`src/mtx_params.svh`:
```
`ifndef MTX_PARAMS_SVH
`define MTX_PARAMS_SVH

// Datapath widths
`define MTX_DATA_W        16
`define MTX_PHASE_W       24
`define MTX_SYMB_W        8
`define MTX_GPIO_W        12
`define MTX_HOP_W         16
`define MTX_CNT_W         5

// Tone generator framing
`define MTX_NSIG          32          // Samples per symbol
`define MTX_NSYMB         4           // Symbols per frame
`define MTX_DPH_INC       24'h010000  // Step added per symbol
`define MTX_START_PH_INC  24'h040000  // Step of symbol 0

// Sequencer and scan timing
`define MTX_SYNC_LEN      40          // Cycles per sync phase
`define MTX_SCAN_DIV      4           // Cycles per scan half-phase

// Header pin map
`define MTX_SYNC_MASK     12'h001
`define MTX_LOAD_MASK     12'h004
`define MTX_DATA_MASK     12'h010
`define MTX_PHIB_MASK     12'h040
`define MTX_PHI_MASK      12'h100
`define MTX_ID_MASK       12'h400
`define MTX_TX_MASK       12'h800
`define MTX_IN_MASK       12'h022

`endif

```
`src/mtx_pkg.sv`:
```
`default_nettype none

`include "mtx_params.svh"

package mtx_pkg;

  // I/Q sample, two's complement
  typedef logic signed [`MTX_DATA_W-1:0] sample_t;

  typedef logic [`MTX_PHASE_W-1:0] phase_t;

  typedef logic [`MTX_SYMB_W-1:0] symb_t;

  // One word per header pin
  typedef logic [`MTX_GPIO_W-1:0] gpio_t;

  typedef logic [`MTX_HOP_W-1:0] hop_word_t;

  typedef logic [`MTX_CNT_W-1:0] bit_cnt_t;

  // Burst sequencer, four sync phases then continuous transmission
  typedef enum logic [2:0] {
    SEQ_LEAD,
    SEQ_MARK,
    SEQ_BLANK,
    SEQ_TAIL,
    SEQ_RUN
  } seq_state_t;

endpackage

`default_nettype wire

```
`src/scan_if.sv`:
```
`timescale 1ns/1ns
`default_nettype none

// Lines of the scan chain into the RF chip
interface scan_if;

  logic scan_id;   // Chain select, high while bits shift
  logic phi;       // First phase clock
  logic phi_bar;   // Second phase clock, never overlaps phi
  logic data;      // Serial data, MSB first
  logic load;      // Latch strobe after the last bit

  modport driver (
    output scan_id,
    output phi,
    output phi_bar,
    output data,
    output load
  );

  modport pins (
    input scan_id,
    input phi,
    input phi_bar,
    input data,
    input load
  );

endinterface

`default_nettype wire

```
`src/mtx_ctrl.sv`:
```
`timescale 1ns/1ns
`default_nettype none

`include "mtx_params.svh"

module mtx_ctrl (
  input  wire                  clk,
  input  wire                  reset,
  input  wire                  frame_done,
  output logic                 gen_hold,
  output logic                 hop_hold,
  output logic                 blank,
  output logic                 sync_level,
  output mtx_pkg::seq_state_t  state
);

  import mtx_pkg::*;

  localparam int CNT_W = $clog2(`MTX_SYNC_LEN);

  logic [CNT_W-1:0] phase_cnt;
  logic             phase_end;
  seq_state_t       next_state;

  assign phase_end = (phase_cnt == CNT_W'(`MTX_SYNC_LEN - 1));

  always_comb begin
    next_state = state;
    case (state)
      SEQ_LEAD: begin
        if (phase_end) begin
          next_state = SEQ_MARK;
        end
      end
      SEQ_MARK: begin
        if (phase_end) begin
          next_state = SEQ_BLANK;
        end
      end
      SEQ_BLANK: begin
        if (phase_end) begin
          next_state = SEQ_TAIL;
        end
      end
      SEQ_TAIL: begin
        if (phase_end) begin
          next_state = SEQ_RUN;
        end
      end
      SEQ_RUN: begin
        if (frame_done) begin
          next_state = SEQ_LEAD;  // New frame, sync again
        end
      end
      default: begin
        next_state = SEQ_LEAD;
      end
    endcase
  end

  // Outputs follow the state they will belong to, so they change with it
  always_ff @(posedge clk) begin
    if (reset) begin
      state      <= SEQ_LEAD;
      phase_cnt  <= '0;
      gen_hold   <= 1'b1;
      hop_hold   <= 1'b1;
      blank      <= 1'b0;
      sync_level <= 1'b0;
    end else begin
      state <= next_state;
      if (phase_end || state == SEQ_RUN) begin
        phase_cnt <= '0;
      end else begin
        phase_cnt <= phase_cnt + 1'b1;
      end
      gen_hold   <= next_state inside {SEQ_LEAD, SEQ_MARK, SEQ_BLANK};
      hop_hold   <= next_state inside {SEQ_LEAD, SEQ_MARK};
      blank      <= (next_state == SEQ_BLANK);
      sync_level <= next_state inside {SEQ_MARK, SEQ_BLANK};
    end
  end

endmodule

`default_nettype wire

```
`src/mtx_sig.sv`:
```
`timescale 1ns/1ns
`default_nettype none

`include "mtx_params.svh"

module mtx_sig (
  input  wire               clk,
  input  wire               reset,
  input  wire               gen_hold,
  output mtx_pkg::sample_t  sin,
  output mtx_pkg::sample_t  cos,
  output mtx_pkg::phase_t   phase,
  output mtx_pkg::symb_t    symb_idx,
  output logic              frame_done
);

  import mtx_pkg::*;

  localparam int SAMP_W = $clog2(`MTX_NSIG);

  // round(32767 * sin(2*pi*k/64))
  localparam sample_t SIN_LUT [64] = '{
         0,   3212,   6393,   9512,  12539,  15446,  18204,  20787,
     23170,  25329,  27245,  28898,  30273,  31356,  32137,  32609,
     32767,  32609,  32137,  31356,  30273,  28898,  27245,  25329,
     23170,  20787,  18204,  15446,  12539,   9512,   6393,   3212,
         0,  -3212,  -6393,  -9512, -12539, -15446, -18204, -20787,
    -23170, -25329, -27245, -28898, -30273, -31356, -32137, -32609,
    -32767, -32609, -32137, -31356, -30273, -28898, -27245, -25329,
    -23170, -20787, -18204, -15446, -12539,  -9512,  -6393,  -3212
  };

  phase_t            ph_inc;
  logic [SAMP_W-1:0] samp_cnt;
  logic              last_samp;
  logic              last_symb;
  logic [5:0]        sin_idx;
  logic [5:0]        cos_idx;

  assign last_samp  = (samp_cnt == SAMP_W'(`MTX_NSIG - 1));
  assign last_symb  = (symb_idx == symb_t'(`MTX_NSYMB - 1));
  assign frame_done = last_samp && last_symb;

  assign sin_idx = phase[`MTX_PHASE_W-1 -: 6];
  assign cos_idx = sin_idx + 6'd16;  // Quarter turn ahead, wraps at 64

  always_ff @(posedge clk) begin
    if (reset || gen_hold) begin
      phase    <= '0;
      ph_inc   <= `MTX_START_PH_INC;
      samp_cnt <= '0;
      symb_idx <= '0;
    end else begin
      phase    <= phase + ph_inc;
      samp_cnt <= samp_cnt + 1'b1;
      if (last_samp) begin
        samp_cnt <= '0;
        if (last_symb) begin
          symb_idx <= '0;
          ph_inc   <= `MTX_START_PH_INC;  // Frame wraps, phase keeps running
        end else begin
          symb_idx <= symb_idx + 1'b1;
          ph_inc   <= ph_inc + `MTX_DPH_INC;  // Next tone
        end
      end
    end
  end

  // Registered table read, one cycle behind the phase
  always_ff @(posedge clk) begin
    sin <= SIN_LUT[sin_idx];
    cos <= SIN_LUT[cos_idx];
  end

endmodule

`default_nettype wire

```
`src/hop_ctrl.sv`:
```
`timescale 1ns/1ns
`default_nettype none

`include "mtx_params.svh"

module hop_ctrl (
  input  wire                   clk,
  input  wire                   reset,
  input  wire                   hop_hold,
  input  wire mtx_pkg::hop_word_t hop_word,
  output mtx_pkg::bit_cnt_t     bit_count,
  scan_if.driver                scan
);

  import mtx_pkg::*;

  localparam int TICK_W = $clog2(`MTX_SCAN_DIV);
  localparam bit_cnt_t LAST_BIT = bit_cnt_t'(`MTX_HOP_W - 1);

  logic [TICK_W-1:0] tick_cnt;
  logic              tick;
  logic [1:0]        half_ph;   // 0 setup, 1 phi, 2 gap, 3 phi_bar
  hop_word_t         shreg;
  logic              load_q;
  logic              shifting;

  assign tick     = (tick_cnt == TICK_W'(`MTX_SCAN_DIV - 1));
  assign shifting = ~hop_hold & ~load_q;

  always_ff @(posedge clk) begin
    if (reset || hop_hold) begin
      tick_cnt  <= '0;
      half_ph   <= '0;
      shreg     <= hop_word;  // Held shifter keeps the next word ready
      bit_count <= '0;
      load_q    <= 1'b0;
    end else begin
      tick_cnt <= tick ? '0 : tick_cnt + 1'b1;
      if (tick) begin
        if (load_q) begin
          load_q    <= 1'b0;
          shreg     <= hop_word;  // Start the next pass
          bit_count <= '0;
        end else begin
          half_ph <= half_ph + 2'd1;
          if (half_ph == 2'd3) begin
            shreg     <= {shreg[`MTX_HOP_W-2:0], 1'b0};
            bit_count <= bit_count + 1'b1;
            load_q    <= (bit_count == LAST_BIT);
          end
        end
      end
    end
  end

  // half_ph rests at 0 while held or loading, so the clocks stay low then
  assign scan.scan_id = shifting;
  assign scan.phi     = (half_ph == 2'd1);
  assign scan.phi_bar = (half_ph == 2'd3);
  assign scan.data    = shifting & shreg[`MTX_HOP_W-1];
  assign scan.load    = load_q;

endmodule

`default_nettype wire

```
`src/gpio_ctrl.sv`:
```
`timescale 1ns/1ns
`default_nettype none

`include "mtx_params.svh"

module gpio_ctrl (
  input  wire                 clk,
  input  wire                 reset,
  scan_if.pins                scan,
  input  wire                 sync_level,
  input  wire                 tx_on,
  input  wire mtx_pkg::gpio_t gpio_in,
  output mtx_pkg::gpio_t      gpio_out,
  output mtx_pkg::gpio_t      gpio_ddr,
  output mtx_pkg::gpio_t      gpio_sync
);

  import mtx_pkg::*;

  localparam gpio_t OUT_MASK = `MTX_SYNC_MASK | `MTX_LOAD_MASK | `MTX_DATA_MASK |
                               `MTX_PHIB_MASK | `MTX_PHI_MASK | `MTX_ID_MASK |
                               `MTX_TX_MASK;

  gpio_t out_next;
  gpio_t in_meta;
  gpio_t in_sync;

  assign out_next = ({`MTX_GPIO_W{sync_level}}   & `MTX_SYNC_MASK) |
                    ({`MTX_GPIO_W{scan.load}}    & `MTX_LOAD_MASK) |
                    ({`MTX_GPIO_W{scan.data}}    & `MTX_DATA_MASK) |
                    ({`MTX_GPIO_W{scan.phi_bar}} & `MTX_PHIB_MASK) |
                    ({`MTX_GPIO_W{scan.phi}}     & `MTX_PHI_MASK)  |
                    ({`MTX_GPIO_W{scan.scan_id}} & `MTX_ID_MASK)   |
                    ({`MTX_GPIO_W{tx_on}}        & `MTX_TX_MASK);

  always_ff @(posedge clk) begin
    if (reset) begin
      gpio_out <= '0;
      in_meta  <= '0;
      in_sync  <= '0;
    end else begin
      gpio_out <= out_next;
      in_meta  <= gpio_in;  // Header inputs are asynchronous
      in_sync  <= in_meta;
    end
  end

  assign gpio_ddr  = OUT_MASK;  // Every driven pin is an output
  assign gpio_sync = in_sync & `MTX_IN_MASK;

endmodule

`default_nettype wire

```
`src/mtx_top.sv`:
```
`timescale 1ns/1ns
`default_nettype none

module mtx_top (
  input  wire                     clk,
  input  wire                     reset,
  input  wire mtx_pkg::hop_word_t tx_bits,
  input  wire mtx_pkg::gpio_t     fp_gpio_in,
  output mtx_pkg::sample_t        itx,
  output mtx_pkg::sample_t        qtx,
  output logic                    tx_valid,
  output mtx_pkg::gpio_t          fp_gpio_out,
  output mtx_pkg::gpio_t          fp_gpio_ddr,
  output mtx_pkg::gpio_t          gpio_status,
  output mtx_pkg::bit_cnt_t       ntx_bits_cnt,
  output mtx_pkg::symb_t          symb_n,
  output logic                    tx_trig
);

  import mtx_pkg::*;

  logic    gen_hold;
  logic    hop_hold;
  logic    blank;
  logic    sync_level;
  logic    frame_done;
  sample_t sin_s;
  sample_t cos_s;

  scan_if u_scan ();

  mtx_ctrl u_ctrl (
    .clk        (clk),
    .reset      (reset),
    .frame_done (frame_done),
    .gen_hold   (gen_hold),
    .hop_hold   (hop_hold),
    .blank      (blank),
    .sync_level (sync_level),
    .state      ()
  );

  mtx_sig u_sig (
    .clk        (clk),
    .reset      (reset),
    .gen_hold   (gen_hold),
    .sin        (sin_s),
    .cos        (cos_s),
    .phase      (),
    .symb_idx   (symb_n),
    .frame_done (frame_done)
  );

  hop_ctrl u_hop (
    .clk       (clk),
    .reset     (reset),
    .hop_hold  (hop_hold),
    .hop_word  (tx_bits),
    .bit_count (ntx_bits_cnt),
    .scan      (u_scan.driver)
  );

  gpio_ctrl u_gpio (
    .clk        (clk),
    .reset      (reset),
    .scan       (u_scan.pins),
    .sync_level (sync_level),
    .tx_on      (~blank),
    .gpio_in    (fp_gpio_in),
    .gpio_out   (fp_gpio_out),
    .gpio_ddr   (fp_gpio_ddr),
    .gpio_sync  (gpio_status)
  );

  // Silent during the blank phase
  assign itx      = blank ? '0 : cos_s;
  assign qtx      = blank ? '0 : sin_s;
  assign tx_valid = ~blank;
  assign tx_trig  = gen_hold;

endmodule

`default_nettype wire

```
`config.mk`:
```
export PLATFORM = sky130hd
export DESIGN_NAME = mtx_top
export DESIGN_NICKNAME = d
export VERILOG_FILES = /design/src/mtx_pkg.sv /design/src/scan_if.sv /design/src/mtx_ctrl.sv /design/src/mtx_sig.sv /design/src/hop_ctrl.sv /design/src/gpio_ctrl.sv /design/src/mtx_top.sv
export VERILOG_INCLUDE_DIRS = /design/src
export SDC_FILE = /design/constraint.sdc
export NUM_CORES = 1
export LEC_CHECK = 0
export ABC_AREA = 0
export BUFFER_PORTS_ARGS = -buffer_cell sky130_fd_sc_hd__buf_2
export CAP_MARGIN = 20
export CORE_MARGIN = 2
export CORE_UTILIZATION = 40
export DETAILED_ROUTE_END_ITERATION = 10
export SYNTH_ARGS = -nofsm -noshare
export SYNTH_HDL_FRONTEND = slang
export SYNTH_SLANG_ARGS = --single-unit
```
`constraint.sdc`:
```
create_clock -name clk -period 2.2 [get_ports clk]
set_clock_uncertainty 0.1 [all_clocks]
set_input_delay 0.33 -clock clk [delete_from_list [all_inputs] [get_ports clk]]
set_output_delay 0.33 -clock clk [all_outputs]
set_load 0.03 [all_outputs]
```
# Yosys cells after proc, flatten, opt, wreduce, memory -nomap -nowiden
# Memories as Yosys holds them, arrays and structs flattened. A register that Yosys moved wholly into a read port is not among the register bits.
# Cells that the tools add are included.
# word_totals
regBits,124
romBits,2048
elab_cells,91
output_inout_bits,83
mem_count,2
input_bits,30
# op_classes
n_mux,18
eq_ne,13
n_reduce_logical,18
n_addsub,9
n_bitwise,13
# memory_table
name,words,width,rd,rd_ports_with_merged_regs,wr,line,rtl
(name not given),64,16,1,1,0,mtx_sig.sv:71,sin <= SIN_LUT[sin_idx];
(name not given),64,16,1,1,0,mtx_sig.sv:72,cos <= SIN_LUT[cos_idx];
# op_table
op,count
$mux W16,6
$add A24 B17 Y24 const B,1
$add A24 B24 Y24,1
$mux W24,1
$mux W3,5
$pmux W3 S5,1
$not A6 Y7,2
$or A12 B11 Y12,1
$or A12 B12 Y12,1
$or A12 B5 Y12,1
$or A12 B7 Y12,1
$or A12 B9 Y12,1
$add A5 B1 Y5 const B,2
$mux W5,2
$eq A3 B2 Y1 const B,3
$add A8 B1 Y8 const B,1
$eq A8 B2 Y1 const B,1
$mux W8,1
$reduce_bool A2 Y1,4
$add A6 B1 Y6 const B,1
$add A6 B5 Y6 const B,1
$eq A3 B1 Y1 const B,2
$eq A6 B6 Y1 const B,1
$logic_not A3 Y1,2
15 further kinds,28

# Logic depth before layout (Yosys ltp)
# depth
word_depth,8
depth_mapped,9
ltp_nobuf,8

# Cells and area by module
# A second synthesis with hierarchy kept.
# unflattened
hier_cells,775
area_unflattened_um2,7126.8
# by_module_without_submodules
module,cells_per_inst,seq_area_each_um2,instances,area_per_inst_um2
mtx_sig,536,1501.4,1,4535.6
hop_ctrl,93,680.7,1,1262.5
mtx_ctrl,58,260.2,1,554.3
gpio_ctrl,52,220.2,1,548.0
mtx_top,36,0.0,1,226.5

# Worst setup path after synthesis
# Ideal clock, no wire load.
# synth_path
path_type,register to register
start,register u_sig.phase[18]
end,register u_sig.cos[4]
setup_slack_ps,-116
setup_time_ps,134
stages_incl_launch_ff,8
n_path_buf,2
required_ps,1966
period_less_slack_ps,2316
arrival_ps,2082
path_cell_list,dfxtp_1 -> clkbuf_1 -> inv_1 -> ha_1 -> or2_1 -> buf_2 -> mux2_4 -> mux4_2
# synth_between
elab_chain_cells,2
# synth_rtl
element,line,rtl
start: declaration,mtx_sig.sv:12,"output mtx_pkg::phase_t phase,"
start signal: assignment,mtx_sig.sv:54,phase <= phase + ph_inc;
$add A6 B5 Y6,mtx_sig.sv:45,assign cos_idx = sin_idx + 6'd16;
$not A6 Y7 (implied by the code),mtx_sig.sv:72,
end: declaration,mtx_sig.sv:11,"output mtx_pkg::sample_t cos,"
# Every way passes these cells.
# A chain may end at the register's enable or synchronous reset.

# Final worst setup path
# layout_path
start,register u_sig.phase[19]
end,register u_sig.cos[4]
# The elaborated chain is that of the path after synthesis.

==> out/results.ini <==
[clock_tree]
htree_levels = 4
cts.sinks = 126
path_clk_slew_ns = 0.06
clk_latency_ns = 0.41
clock_path_buffers = 2
cts_root_buf = clkbuf_16
cts_buffers = 17
cts_hold_buffers = 0
tritoncts = done

[finish]
post-route-util_pct = 47.9
diodes = 0
area_delta_synth_final_pct = 17.6
drive_above_1_share_pct = 24.5
layout.nets = 839
fill_cells = 1553

[yosys]
synthFlopType = dfxtp_1
synth_area_per_cell_sq_um = 9.47
synth_edf_count = 16
yosysMostFrequentCell = dfxtp_1
ys_top_cells_by_count = 110 x dfxtp_1, 70 x nor2_1, 53 x nand2_1
syn-cell-area_sq_mm = 0.00670
async_flop_share_pct = 0
ys_seq_area_share_pct = 40.0
synth.area.top_cells = dfxtp_1 33%, mux4_2 8.7%, edfxtp_1 7.2%
syn_inst = 708
synth_top_area_share_pct = 32.9
yosys.cell_types.count = 58
yosysWarnings = 0
ys_ff_latch = 126
synth_top_area_cell = dfxtp_1

[place]
post-dp-hpwl_mm = 10.9
io_buffers = 75
routabilityCongestion = 0.920

[sta]
final-setup-viol-count = 0
setup_tns_ns = 0
tightest_slew_ns = 0.589
min_period_ns = 2.09
hold_viol_final = 0
slew_headroom_pct = 60.5
max_freq_mhz = 478
drv_slew = 0
rsz0062_at_grt = false
fin_hold_ws_ns = 0.0363
finalCritPeriodShare_pct = 95.2

[critical_path]
slowest_stage = mux4_2
required_ns = 2.38
cp-end-kind = flip-flop
cpPeakStageDelay_ns = 0.47
path_cells = buf_4, ha_1, or2_1, mux2_4, mux4_2
worst-setup-path-type = reg2reg
worst-path-buf-inv = 1
cp-start-kind = flip-flop
critPathArrivalTime_ns = 2.27
crit_family = multiplexers
path_max_fanout = 8

[pwr]
p_total_mw = 5.24
ir_drop_uv = 571
p_seq_share_pct = 45.1
p_int_mw = 4.13
p_switching_mw = 1.11
clockPowerShare_pct = 52.7
p_leak_nw = 3.17
power_per_cell_area_mw_per_mm2 = 665
pwr-share-comb_pct = 2.3
p_sw_share_pct = 21.2

[floorplan]
dieArea_sq_mm = 0.0178
dieWidth_microns = 133
initial_utilization_pct = 40.7
io-pin-count = 113
core_sq_mm = 0.0165
rows = 47
fp.dieH_microns = 133

[route]
wl_mm = 14.8
wl_per_cell_microns = 14.6
drtAntennaViolNets = 0
dr.pass1.iters = 4
drtIter0Drc = 341
vias = 5176
drc = 0
routed_via_density = 5.09

[global_route]
grt_pass1_wl_mm = 24.5
grt-ovfl-total = 0
antenna_found_initial = 0
first_global_vias = 5054
grt_max_degree = 51
grt_use_total_pct = 17.1

[run]
cap_violations = 0

[run_status]
status = finished, final reports clean

[worst_hold_path]
worstHoldPathType = in2reg

==> per-stage QoR <==
step,instance area [sq um],setup WS [ns],instances
after floorplan,6810,0.00527,734
after global placement,7270,0.110,985
after detailed placement,7270,0.0854,985
after CTS,7860,0.0795,1016
after global routing,7880,0.0210,1016
final,7880,0.106,1016
==> registers in the layout, indices dropped and copies added (netlist names) <==
name	flops
u_hop.shreg	16
u_gpio.in_sync	2
u_sig.cos	16
u_sig.phase	23
u_ctrl.hop_hold	1
u_hop.half_ph	2
u_gpio.in_meta	2
u_ctrl.sync_level	1
u_sig.sin	16
u_sig.ph_inc	8
u_hop.tick_cnt	2
u_ctrl.gen_hold	1
u_hop.bit_count	5
u_sig.samp_cnt	5
u_gpio.gpio_out	7
u_ctrl.phase_cnt	6
u_sig.symb_idx	8
u_hop.scan.load	1
u_ctrl.state	3
u_ctrl.blank	1
==> metal layers <==
metal	vias up	track usage, %	share of wire, %
met4	0	6.74	2.1
met5	-	0	0
li1	2580	-	-
met1	2479	20.6	45
met2	96	29.8	50
met3	21	3.61	3.3
==> power groups by stage <==
stage,clock network (mW),registers (mW),logic (mW)
after floorplan,0,2.41,0.127
after global placement,0,2.41,0.117
after detailed placement,0,2.41,0.119
after CTS,2.82,2.36,0.119
after global routing,2.91,2.36,0.128
final,2.76,2.36,0.119
==> worst reg2reg max path, stage by stage (launching register included) <==
cell and delay [ns]:
dfxtp_1 0.33, buf_4 0.16, ha_1 0.27, or2_1 0.33, mux2_4 0.30, mux4_2 0.47
==> cell type report <==
type                       count  area [sq um]  share of cell area, %
timing repair buffer         104           618                   7.84
sequential                   126          2680                   34.0
clock inverter                 7          76.3                  0.968
inverter                      12          45.0                  0.571
clock buffer                  24           513                   6.51
multi-input combinational    523          3670                   46.6
tap                          220           275                   3.49
==> layout by cell type, fill, tap and decap left out, drive strengths merged, types with 3 or more instances in the layout <==
master   Yosys  routed
dfxtp      110     110
nor2b       44      44
xor2        19      19
o21a         5       5
a31oi        8       8
buf         51     104
xnor2       18      18
a21oi       38      38
o2bb2ai      3       3
or2          8       8
o21ai       28      28
edfxtp      16      16
ha          25      25
clkbuf      22      24
nor2        71      71
inv         12      14
o211ai       3       3
o31ai        5       5
nor3b        5       5
nand2       54      54
nor3        14      14
conb         2      28
a211oi       8       8
nand4        9       9
mux2i        4       4
mux4        26      26
nand3       19      19
and3         8       8
mux2        19      19
nand2b      10      10
a21o         9       9
and2        15      15
==> final timing paths <==
kind | slack (ns) | startpoint | cells after the start | end
hold / removal | 0.04 | fp_gpio_in[1] | 2 | u_gpio.in_meta[1]
hold reg to reg | 0.32 | u_hop.tick_cnt[0] | 1 | u_hop.tick_cnt[0]
setup / recovery | 0.11 | u_sig.phase[19] | 5 | u_sig.cos[4]
setup reg to reg | 0.11 | u_sig.phase[19] | 5 | u_sig.cos[4]
==> kinds of logic after synthesis <==
group	after synthesis	synth area share [%]
other	2	0.112
and+or+nand+nor	266	20.1
buffers and inverters	85	6.94
xor gates and xnor gates	37	4.83
AOI/OAI and AO/OA	118	10.8
muxes	49	12.6
DFF	126	40.0
adders and majority gates	25	4.67
==> what timing repair did <==
action,CTS,global route
gates resized for setup,0,8
hold endpoints to repair,0,0
setup buffers,0,0
endpoints found under the setup margin,0,13
Note: power is estimated with default switching activity, not from simulation.
